### config.mk
export PLATFORM = sky130hd
export DESIGN_NAME = ex_stage_top
export DESIGN_NICKNAME = d
export VERILOG_FILES = /design/src/hw/rv32_isa_pkg.sv /design/src/hw/ex_pipe_pkg.sv /design/src/hw/alu_unit.sv /design/src/hw/branch_resolver.sv /design/src/hw/csr_file.sv /design/src/hw/ex_commit_latch.sv /design/src/hw/ex_stage_top.sv
export SDC_FILE = /design/constraint.sdc
export NUM_CORES = 1
export LEC_CHECK = 0
export BUFFER_PORTS_ARGS = -buffer_cell sky130_fd_sc_hd__buf_2
export CAP_MARGIN = 5
export CORE_UTILIZATION = 54
export DETAILED_ROUTE_END_ITERATION = 16
export GPL_TIMING_DRIVEN = 0
export PLACE_DENSITY_LB_ADDON = 0.12
export SYNTH_ARGS = -nofsm -noshare
export SYNTH_HDL_FRONTEND = slang
export SYNTH_SLANG_ARGS = --single-unit
### constraint.sdc
create_clock -name CLK -period 6 [get_ports CLK]
set_input_delay 1.2 -clock CLK [delete_from_list [all_inputs] [get_ports CLK]]
set_output_delay 1.2 -clock CLK [all_outputs]
set_load 0.05 [all_outputs]
### src/hw/rv32_isa_pkg.sv
// RV32 ISA level types for the execute stage
// data word, register index, CSR address, ALU and branch encodings
// implemented CSR addresses and the pc step
package rv32_isa_pkg;

  typedef logic [31:0] word_t;
  typedef logic [4:0]  reg_addr_t;
  typedef logic [11:0] csr_addr_t;

  // integer operations
  typedef enum logic [3:0] {
    ALU_ADD  = 4'd0,
    ALU_SUB  = 4'd1,
    ALU_AND  = 4'd2,
    ALU_OR   = 4'd3,
    ALU_XOR  = 4'd4,
    ALU_SLT  = 4'd5,
    ALU_SLTU = 4'd6,
    ALU_SLL  = 4'd7,
    ALU_SRL  = 4'd8,
    ALU_SRA  = 4'd9
  } alu_op_t;

  // branch compares, same values as funct3
  typedef enum logic [2:0] {
    BR_BEQ  = 3'b000,
    BR_BNE  = 3'b001,
    BR_BLT  = 3'b100,
    BR_BGE  = 3'b101,
    BR_BLTU = 3'b110,
    BR_BGEU = 3'b111
  } branch_func_t;

  // machine mode CSRs held in the local file
  localparam csr_addr_t CSR_MSTATUS  = 12'h300;
  localparam csr_addr_t CSR_MTVEC    = 12'h305;
  localparam csr_addr_t CSR_MSCRATCH = 12'h340;
  localparam csr_addr_t CSR_MEPC     = 12'h341;

  localparam int NUM_CSR = 4;

  // byte step between sequential instructions
  localparam word_t WORD_BYTES = 32'd4;

endpackage

### src/hw/ex_pipe_pkg.sv
// execute pipeline encodings
// write-back source select, jalr target mask, commit bubble values
package ex_pipe_pkg;

  import rv32_isa_pkg::*;

  // where the written-back value comes from
  typedef enum logic [1:0] {
    SRC_ALU  = 2'd0,
    SRC_LINK = 2'd1,
    SRC_CSR  = 2'd2
  } result_src_t;

  // jalr drops the low target bit
  localparam word_t JALR_ALIGN_MASK = 32'hffff_fffe;

  // contents of an empty commit slot
  localparam word_t     BUBBLE_WORD   = 32'h0000_0000;
  localparam reg_addr_t BUBBLE_REG_RD = 5'd0;
  localparam logic      BUBBLE_FLAG   = 1'b0;

endpackage

### src/hw/alu_unit.sv
// integer ALU for the execute stage
// operation result and write-back value select
module alu_unit
  import rv32_isa_pkg::*;
  import ex_pipe_pkg::*;
(
  input  word_t       port_a,
  input  word_t       port_b,
  input  word_t       pc,
  input  alu_op_t     alu_op,
  input  result_src_t result_src,
  input  word_t       csr_rdata,
  output word_t       alu_wdata
);

  word_t      alu_result;
  logic [4:0] shamt;

  assign shamt = port_b[4:0];

  always_comb begin
    case (alu_op)
      ALU_ADD:  alu_result = port_a + port_b;
      ALU_SUB:  alu_result = port_a - port_b;
      ALU_AND:  alu_result = port_a & port_b;
      ALU_OR:   alu_result = port_a | port_b;
      ALU_XOR:  alu_result = port_a ^ port_b;
      ALU_SLT:  alu_result = {31'b0, $signed(port_a) < $signed(port_b)};
      ALU_SLTU: alu_result = {31'b0, port_a < port_b};
      ALU_SLL:  alu_result = port_a << shamt;
      ALU_SRL:  alu_result = port_a >> shamt;
      ALU_SRA:  alu_result = $signed(port_a) >>> shamt;
      default:  alu_result = '0;
    endcase
  end

  // link value for jal/jalr, old CSR value for csr reads
  always_comb begin
    case (result_src)
      SRC_LINK: alu_wdata = pc + WORD_BYTES;
      SRC_CSR:  alu_wdata = csr_rdata;
      default:  alu_wdata = alu_result;
    endcase
  end

endmodule

### src/hw/branch_resolver.sv
// branch and jump resolution
// compare, targets, mispredict detect, redirect address, registered mispredict
module branch_resolver
  import rv32_isa_pkg::*;
  import ex_pipe_pkg::*;
(
  input  logic         CLK,
  input  logic         nRST,
  input  word_t        port_a,
  input  word_t        port_b,
  input  word_t        immediate,
  input  word_t        pc,
  input  logic         branch_instr,
  input  branch_func_t branch_func,
  input  logic         prediction,
  input  logic         jump_instr,
  input  logic         jalr,
  output logic         branch_taken,
  output logic         mispredict,
  output logic         mispredict_ff,
  output word_t        resolved_addr,
  output word_t        jump_addr,
  output word_t        brj_addr
);

  word_t pc4;
  word_t branch_addr;
  logic  branch_mispredict;

  assign pc4         = pc + WORD_BYTES;
  assign branch_addr = pc + immediate;

  always_comb begin
    case (branch_func)
      BR_BEQ:  branch_taken = (port_a == port_b);
      BR_BNE:  branch_taken = (port_a != port_b);
      BR_BLT:  branch_taken = ($signed(port_a) < $signed(port_b));
      BR_BGE:  branch_taken = ($signed(port_a) >= $signed(port_b));
      BR_BLTU: branch_taken = (port_a < port_b);
      BR_BGEU: branch_taken = (port_a >= port_b);
      default: branch_taken = 1'b0;
    endcase
  end

  // jalr is register relative, jal is pc relative
  assign jump_addr = jalr ? ((port_a + immediate) & JALR_ALIGN_MASK) : branch_addr;

  assign resolved_addr = branch_taken ? branch_addr : pc4;

  // predictor only guesses direction, jumps always redirect
  assign branch_mispredict = branch_instr & (prediction ^ branch_taken);
  assign mispredict        = jump_instr | branch_mispredict;

  always_comb begin
    if (jump_instr) begin
      brj_addr = jump_addr;
    end else if (branch_mispredict) begin
      brj_addr = resolved_addr;
    end else begin
      brj_addr = pc4;
    end
  end

  always_ff @(posedge CLK, negedge nRST) begin
    if (!nRST) begin
      mispredict_ff <= 1'b0;
    end else begin
      mispredict_ff <= mispredict;
    end
  end

  // decode never issues both kinds at once
  assert property (@(posedge CLK) disable iff (!nRST) !(branch_instr && jump_instr))
    else $error("branch_instr and jump_instr both high");

endmodule

### src/hw/csr_file.sv
// local machine CSR file
// mstatus, mtvec, mscratch, mepc with swap/set/clear access
// one access per instruction through an edge detected pulse
module csr_file
  import rv32_isa_pkg::*;
(
  input  logic      CLK,
  input  logic      nRST,
  input  logic      csr_instr,
  input  logic      csr_swap,
  input  logic      csr_set,
  input  logic      csr_clr,
  input  csr_addr_t csr_addr,
  input  word_t     csr_wdata,
  output word_t     csr_rdata,
  output logic      csr_hazard,
  output logic      invalid_csr
);

  word_t      csr_q [NUM_CSR];
  logic [1:0] csr_idx;
  logic       csr_valid;
  logic       csr_instr_q;
  word_t      live_rdata;
  word_t      rdata_q;
  word_t      csr_wval;
  logic       csr_wen;

  // address decode
  always_comb begin
    csr_idx   = 2'd0;
    csr_valid = 1'b1;
    case (csr_addr)
      CSR_MSTATUS:  csr_idx = 2'd0;
      CSR_MTVEC:    csr_idx = 2'd1;
      CSR_MSCRATCH: csr_idx = 2'd2;
      CSR_MEPC:     csr_idx = 2'd3;
      default:      csr_valid = 1'b0;
    endcase
  end

  assign invalid_csr = csr_instr & ~csr_valid;
  assign live_rdata  = csr_valid ? csr_q[csr_idx] : '0;

  // rising edge of csr_instr, held instructions only access once
  always_ff @(posedge CLK, negedge nRST) begin
    if (!nRST) begin
      csr_instr_q <= 1'b0;
    end else begin
      csr_instr_q <= csr_instr;
    end
  end

  assign csr_hazard = csr_instr & ~csr_instr_q;

  always_comb begin
    csr_wval = csr_wdata;
    if (csr_set) begin
      csr_wval = live_rdata | csr_wdata;
    end else if (csr_clr) begin
      csr_wval = live_rdata & ~csr_wdata;
    end
  end

  assign csr_wen = csr_hazard & csr_valid & (csr_swap | csr_set | csr_clr);

  always_ff @(posedge CLK, negedge nRST) begin
    if (!nRST) begin
      for (int i = 0; i < NUM_CSR; i++) begin
        csr_q[i] <= '0;
      end
    end else if (csr_wen) begin
      csr_q[csr_idx] <= csr_wval;
    end
  end

  // keep the pre-write value for the rest of a held instruction
  always_ff @(posedge CLK, negedge nRST) begin
    if (!nRST) begin
      rdata_q <= '0;
    end else if (csr_hazard) begin
      rdata_q <= live_rdata;
    end
  end

  assign csr_rdata = csr_hazard ? live_rdata : rdata_q;

  assert property (@(posedge CLK) disable iff (!nRST) $onehot0({csr_swap, csr_set, csr_clr}))
    else $error("more than one CSR access type selected");

endmodule

### src/hw/ex_commit_latch.sv
// execute to commit register
// flush/halt clear, stall_commit hold, stall_ex bubble, else load
// interrupt pending latch sampled into intr_seen
module ex_commit_latch
  import rv32_isa_pkg::*;
  import ex_pipe_pkg::*;
(
  input  logic      CLK,
  input  logic      nRST,
  input  logic      halt,
  input  logic      execute_commit_flush,
  input  logic      stall_ex,
  input  logic      stall_commit,
  input  logic      intr,
  input  logic      intr_taken,
  input  word_t     alu_wdata,
  input  reg_addr_t reg_rd,
  input  logic      wen,
  input  word_t     pc,
  input  logic      jump_instr,
  input  logic      branch_instr,
  input  logic      branch_taken,
  input  logic      prediction,
  input  word_t     jump_addr,
  input  word_t     resolved_addr,
  input  logic      invalid_csr,
  input  logic      illegal_insn,
  input  logic      breakpoint,
  input  logic      ecall_insn,
  input  logic      halt_instr,
  output logic      wen_au,
  output reg_addr_t reg_rd_au,
  output word_t     wdata_au,
  output word_t     pc_c,
  output logic      jump_instr_c,
  output word_t     jump_addr_c,
  output logic      branch_instr_c,
  output logic      branch_taken_c,
  output logic      prediction_c,
  output word_t     br_resolved_addr,
  output logic      invalid_csr_c,
  output logic      illegal_insn_c,
  output logic      breakpoint_c,
  output logic      ecall_insn_c,
  output logic      intr_seen,
  output logic      halt_instr_c
);

  logic intr_pending;

  // interrupt stays pending while the core is busy
  always_ff @(posedge CLK, negedge nRST) begin
    if (!nRST) begin
      intr_pending <= 1'b0;
    end else if (halt) begin
      intr_pending <= 1'b0;
    end else if (intr) begin
      intr_pending <= 1'b1;
    end else if (intr_taken) begin
      intr_pending <= 1'b0;
    end
  end

  always_ff @(posedge CLK, negedge nRST) begin
    if (!nRST) begin
      {wen_au, reg_rd_au, wdata_au, pc_c} <= '0;
      {jump_instr_c, jump_addr_c, branch_instr_c, branch_taken_c} <= '0;
      {prediction_c, br_resolved_addr, invalid_csr_c, illegal_insn_c} <= '0;
      {breakpoint_c, ecall_insn_c, intr_seen, halt_instr_c} <= '0;
    end else if (execute_commit_flush || halt) begin
      {wen_au, reg_rd_au, wdata_au, pc_c} <= '0;
      {jump_instr_c, jump_addr_c, branch_instr_c, branch_taken_c} <= '0;
      {prediction_c, br_resolved_addr, invalid_csr_c, illegal_insn_c} <= '0;
      {breakpoint_c, ecall_insn_c, intr_seen, halt_instr_c} <= '0;
    end else if (!stall_commit) begin
      if (stall_ex) begin
        // nothing issued this cycle
        wen_au           <= BUBBLE_FLAG;
        reg_rd_au        <= BUBBLE_REG_RD;
        wdata_au         <= BUBBLE_WORD;
        pc_c             <= BUBBLE_WORD;
        jump_instr_c     <= BUBBLE_FLAG;
        jump_addr_c      <= BUBBLE_WORD;
        branch_instr_c   <= BUBBLE_FLAG;
        branch_taken_c   <= BUBBLE_FLAG;
        prediction_c     <= BUBBLE_FLAG;
        br_resolved_addr <= BUBBLE_WORD;
        invalid_csr_c    <= BUBBLE_FLAG;
        illegal_insn_c   <= BUBBLE_FLAG;
        breakpoint_c     <= BUBBLE_FLAG;
        ecall_insn_c     <= BUBBLE_FLAG;
        intr_seen        <= BUBBLE_FLAG;
        halt_instr_c     <= BUBBLE_FLAG;
      end else begin
        wen_au           <= wen;
        reg_rd_au        <= reg_rd;
        wdata_au         <= alu_wdata;
        pc_c             <= pc;
        jump_instr_c     <= jump_instr;
        jump_addr_c      <= jump_addr;
        branch_instr_c   <= branch_instr;
        branch_taken_c   <= branch_taken;
        prediction_c     <= prediction;
        br_resolved_addr <= resolved_addr;
        invalid_csr_c    <= invalid_csr;
        illegal_insn_c   <= illegal_insn;
        breakpoint_c     <= breakpoint;
        ecall_insn_c     <= ecall_insn;
        intr_seen        <= intr_pending;
        halt_instr_c     <= halt_instr;
      end
    end
  end

  // a flushed slot never writes the register file
  assert property (@(posedge CLK) disable iff (!nRST) execute_commit_flush |=> !wen_au)
    else $error("wen_au high in the cycle after a flush");

endmodule

### src/hw/ex_stage_top.sv
// integer execute stage top level
// ALU, branch resolver, CSR file and execute-commit register
module ex_stage_top
  import rv32_isa_pkg::*;
  import ex_pipe_pkg::*;
(
  input  logic         CLK,
  input  logic         nRST,
  input  logic         halt,
  input  logic         execute_commit_flush,
  input  logic         stall_ex,
  input  logic         stall_commit,
  input  logic         intr,
  input  logic         intr_taken,
  input  word_t        port_a,
  input  word_t        port_b,
  input  word_t        immediate,
  input  word_t        pc,
  input  alu_op_t      alu_op,
  input  result_src_t  result_src,
  input  reg_addr_t    reg_rd,
  input  logic         wen,
  input  logic         branch_instr,
  input  branch_func_t branch_func,
  input  logic         prediction,
  input  logic         jump_instr,
  input  logic         jalr,
  input  logic         csr_instr,
  input  logic         csr_swap,
  input  logic         csr_set,
  input  logic         csr_clr,
  input  csr_addr_t    csr_addr,
  input  word_t        csr_wdata,
  input  logic         illegal_insn,
  input  logic         breakpoint,
  input  logic         ecall_insn,
  input  logic         halt_instr,
  output logic         mispredict,
  output logic         mispredict_ff,
  output word_t        brj_addr,
  output logic         csr_hazard,
  output logic         wen_au,
  output reg_addr_t    reg_rd_au,
  output word_t        wdata_au,
  output word_t        pc_c,
  output logic         jump_instr_c,
  output word_t        jump_addr_c,
  output logic         branch_instr_c,
  output logic         branch_taken_c,
  output logic         prediction_c,
  output word_t        br_resolved_addr,
  output logic         invalid_csr_c,
  output logic         illegal_insn_c,
  output logic         breakpoint_c,
  output logic         ecall_insn_c,
  output logic         intr_seen,
  output logic         halt_instr_c
);

  word_t alu_wdata;
  word_t csr_rdata;
  logic  invalid_csr;
  logic  branch_taken;
  word_t resolved_addr;
  word_t jump_addr;

  alu_unit u_alu (
    .port_a     (port_a),
    .port_b     (port_b),
    .pc         (pc),
    .alu_op     (alu_op),
    .result_src (result_src),
    .csr_rdata  (csr_rdata),
    .alu_wdata  (alu_wdata)
  );

  branch_resolver u_bres (
    .CLK           (CLK),
    .nRST          (nRST),
    .port_a        (port_a),
    .port_b        (port_b),
    .immediate     (immediate),
    .pc            (pc),
    .branch_instr  (branch_instr),
    .branch_func   (branch_func),
    .prediction    (prediction),
    .jump_instr    (jump_instr),
    .jalr          (jalr),
    .branch_taken  (branch_taken),
    .mispredict    (mispredict),
    .mispredict_ff (mispredict_ff),
    .resolved_addr (resolved_addr),
    .jump_addr     (jump_addr),
    .brj_addr      (brj_addr)
  );

  csr_file u_csr (
    .CLK         (CLK),
    .nRST        (nRST),
    .csr_instr   (csr_instr),
    .csr_swap    (csr_swap),
    .csr_set     (csr_set),
    .csr_clr     (csr_clr),
    .csr_addr    (csr_addr),
    .csr_wdata   (csr_wdata),
    .csr_rdata   (csr_rdata),
    .csr_hazard  (csr_hazard),
    .invalid_csr (invalid_csr)
  );

  ex_commit_latch u_commit (
    .CLK                  (CLK),
    .nRST                 (nRST),
    .halt                 (halt),
    .execute_commit_flush (execute_commit_flush),
    .stall_ex             (stall_ex),
    .stall_commit         (stall_commit),
    .intr                 (intr),
    .intr_taken           (intr_taken),
    .alu_wdata            (alu_wdata),
    .reg_rd               (reg_rd),
    .wen                  (wen),
    .pc                   (pc),
    .jump_instr           (jump_instr),
    .branch_instr         (branch_instr),
    .branch_taken         (branch_taken),
    .prediction           (prediction),
    .jump_addr            (jump_addr),
    .resolved_addr        (resolved_addr),
    .invalid_csr          (invalid_csr),
    .illegal_insn         (illegal_insn),
    .breakpoint           (breakpoint),
    .ecall_insn           (ecall_insn),
    .halt_instr           (halt_instr),
    .wen_au               (wen_au),
    .reg_rd_au            (reg_rd_au),
    .wdata_au             (wdata_au),
    .pc_c                 (pc_c),
    .jump_instr_c         (jump_instr_c),
    .jump_addr_c          (jump_addr_c),
    .branch_instr_c       (branch_instr_c),
    .branch_taken_c       (branch_taken_c),
    .prediction_c         (prediction_c),
    .br_resolved_addr     (br_resolved_addr),
    .invalid_csr_c        (invalid_csr_c),
    .illegal_insn_c       (illegal_insn_c),
    .breakpoint_c         (breakpoint_c),
    .ecall_insn_c         (ecall_insn_c),
    .intr_seen            (intr_seen),
    .halt_instr_c         (halt_instr_c)
  );

endmodule

==> out/metrics.cfg <==
[sta]
hold_viol_final=0
rsz0062_at_grt=true
max_freq_mhz=159
fin_skew_ns=0.0375
setup_ws_ns=-0.303
period_share_pct=105
period_needed_ns=6.30
relSlewSlack_pct=9.44
finalMaxSlewViolations=0
worst_slew_pin_slew_ns=1.36
finalSetupViolCount=31
finalHoldWorstSlack_ns=0.482

[global_routing]
grt_max_degree=90
overflow=0
antenna_found_initial=13
grt_pass1_vias=26800
grt_util_all_layers_pct=48.9
grt_pass1_wl_mm=178

[detailed_routing]
totalWireLength_mm=125
drt_iter0_drc=4194
drtPass1Iterations=10
wl_met1_mm=45.1
drc=0
met2_wirelength_mm=53.4
highest_layer=met5
wl_met3_mm=17.1
antenna_left=0
viasPerCell=7.11
num_vias=28400
routedWlPerCell_um=31.3

[place]
pre_cts_ws_ns=-1.65
dp_cells=3890
dp_hpwl_mm=96.6
gp_congestion=1.09
numPortBuffers=383

[final_layout]
layout-drive-gt1-share_pct=25.9
area_delta_synth_final_pct=21.2
finalNetCount=3713
final_cells=3990

[die]
pin_count=386
die_y_um=222
start_util_pct=54.8
die_w_um=222
coreArea_mm2=0.0477
num_rows=80
dieArea_mm2=0.0494

[setup_path]
arrival_ns=5.10
critical-path-top-delay-family=simple AND/OR/NAND/NOR gates
cpPeakStageDelay_ns=0.44
path_buf_inv=6
slowest_stage=or3_4
worstPathMaxFanout=11
end_kind=output pin
critPathRequiredTime_ns=4.80
startpoint_type=input port
worstPathCellList=buf_2, inv_1, ha_2, or3_4, nor4_4, mux2_4, a221o_1, a211oi_4, buf_12, and3b_2, nand3_4, buf_6, buf_16, mux2_4, mux2i_4, buf_6
path_class=in -> out

[clocking]
clk_latency_ns=0.60
cts_sinks=307
cts_tree=done
clkSlewWorstSetupHoldPaths_ns=0.07
ctsLongestPathBuffers=3
numCtsBuffers=29
htreeDepth=1
root_buffer=clkbuf_16

[synthesis]
synthTopCellsByCount=dfrtp_1 (307), nand2_1 (237), a21oi_1 (222)
synth-seq-cells=307
synth-async-reset-ratio_pct=100
synth.most_common_cell=dfrtp_1
synth.area.top_cells=dfrtp_1 (29%), ha_1 (7.7%), mux2_2 (7.1%)
synth-main-ff-cell=dfrtp_1
yosysTopAreaCell=dfrtp_1
synth_top_area_share_pct=29.3
ys_seq_area_share_pct=29.3
avgSynthCellArea_um2=9.07
synthesis.area_mm2=0.0262
synth-edff-count=0
yosysUniqueCellTypes=93
postSynthCellCount=2888
yosysWarnings=0
syn_nets=3260

[power_and_ir_drop]
total_power_mw=6.61
vdd_drop_max_mv=0.161
total_leakage_power_nw=14.8
p_per_area_mw_per_mm2=208

[min_path]
min_path_type=reg -> reg

[outcome]
violations=negative setup slack
status=complete, but fails checks

[run]
drv_cap=0

-- state kept, by name, indices dropped and copies added, names as in the netlist, 5 cells and up --
signal and cells:
u_csr.csr_q 128, u_commit.br_resolved_addr 32, u_commit.jump_addr_c 32, u_commit.pc_c 32
u_commit.wdata_au 32, u_csr.rdata_q 32, u_commit.reg_rd_au 5
-- metrics by stage --
stage | TNS, ns | instance area [um^2] | utilization [%]
after detailed placement | -52.26 | 29300 | 61.4
after global routing | -8.77 | 31700 | 66.4
after floorplan | 0 | 26500 | -
after CTS | -7.06 | 31300 | 65.5
final | -7.18 | 31700 | 66.4
after global placement | -541.89 | 29200 | 61.2
-- report_power, final --
part	total, mW	internal [mW]	switching, mW
logic	2.63	0.893	1.73
registers	2.12	2.10	0.0217
clock network	1.87	1.03	0.836
-- worst reg2reg max path: cells and delay by family, from the launching register on --
| kind | cells | cell delay, ns |
|---|---|---|
| mux | 1 | 0.31 |
| simple gates | 2 | 0.18 |
| flops | 1 | 0.37 |
| buf+inv | 4 | 1.54 |
| compound gates | 2 | 0.54 |
-- per-layer routing --
metal / vias up / global-route usage, %
met2: 2432 / 72.2
met5: - / 0
met1: 13700 / 62.8
li1: 11700 / -
met3: 488 / 14.0
met4: 4 / 31.2
-- area by class of cell --
type                            instances  area, um^2
Clock inverter                          8        82.6
Clock buffer                           42         855
Multi-Input combinational cell       2245       17900
Inverter                              129         515
Antenna cell                           15        37.5
Fill cell                            3825       16000
Timing Repair Buffer                  448        2970
Sequential cell                       307        7680
Tap cell                              615         769
Buffer                                181         890
-- cell families (layout without fill, tap and decap cells) --
kind of cell | count (synthesis) | after routing | synth area share, %
compound gates | 912 | 912 | 23.7
xor+xnor | 142 | 142 | 4.75
fa+ha+maj | 165 | 165 | 8.00
buf+inv | 336 | 808 | 5.17
flops | 307 | 307 | 29.3
mux | 360 | 360 | 17.3
other cells | 0 | 15 | 0
simple gates | 666 | 666 | 11.7
-- path summary, 6_finish.rpt --
path | startpoint | to | slack [ns] | cells after the start
max | port_a[4] | brj_addr[18] | -0.30 | 16
min | u_commit.jump_addr_c[27] | u_commit.jump_addr_c[27] | 0.48 | 2
min reg2reg | u_commit.jump_addr_c[27] | u_commit.jump_addr_c[27] | 0.48 | 2
min in group asynchronous | nRST | u_commit.illegal_insn_c | 0.54 | 1
max reg2reg | u_csr.csr_instr_q | u_commit.wdata_au[23] | 2.96 | 9
max in group asynchronous | nRST | u_commit.wdata_au[19] | 3.83 | 4
-- placed cells by master (no fill, tap or decap), types with 24 or more instances in the layout --
| cell type | synthesis | final |
|---|---|---|
| buf_4 | 3 | 74 |
| o21ai_1 | 28 | 27 |
| o21bai_1 | 25 | 25 |
| clkbuf_1 | 168 | 148 |
| a21oi_1 | 222 | 218 |
| mux2i_1 | 133 | 96 |
| nor3_1 | 42 | 39 |
| o22a_1 | 32 | 32 |
| xor2_1 | 68 | 68 |
| nand3_1 | 41 | 39 |
| mux2_2 | 164 | 163 |
| mux4_2 | 55 | 55 |
| mux2i_4 | 1 | 24 |
| nand2_1 | 237 | 237 |
| buf_2 | 10 | 317 |
| buf_6 | 1 | 38 |
| xnor2_1 | 74 | 74 |
| o21ai_0 | 175 | 173 |
| a221oi_1 | 33 | 32 |
| a22o_1 | 65 | 65 |
| inv_1 | 128 | 110 |
| dfrtp_1 | 307 | 307 |
| a211oi_1 | 32 | 32 |
| nor2_1 | 192 | 190 |
| a222oi_1 | 37 | 37 |
| clkbuf_16 | 0 | 32 |
| a21o_1 | 42 | 42 |
| ha_1 | 161 | 138 |
-- repair_timing --
action                     in CTS  in global routing
gates resized for setup       220                 52
hold buffers                    0                  0
pin swaps                      22                 23
gates cloned                    3                  0
setup endpoints to repair      33                 33
setup buffers                  23                 34
No activity file was read; power rests on OpenSTA's default activity.
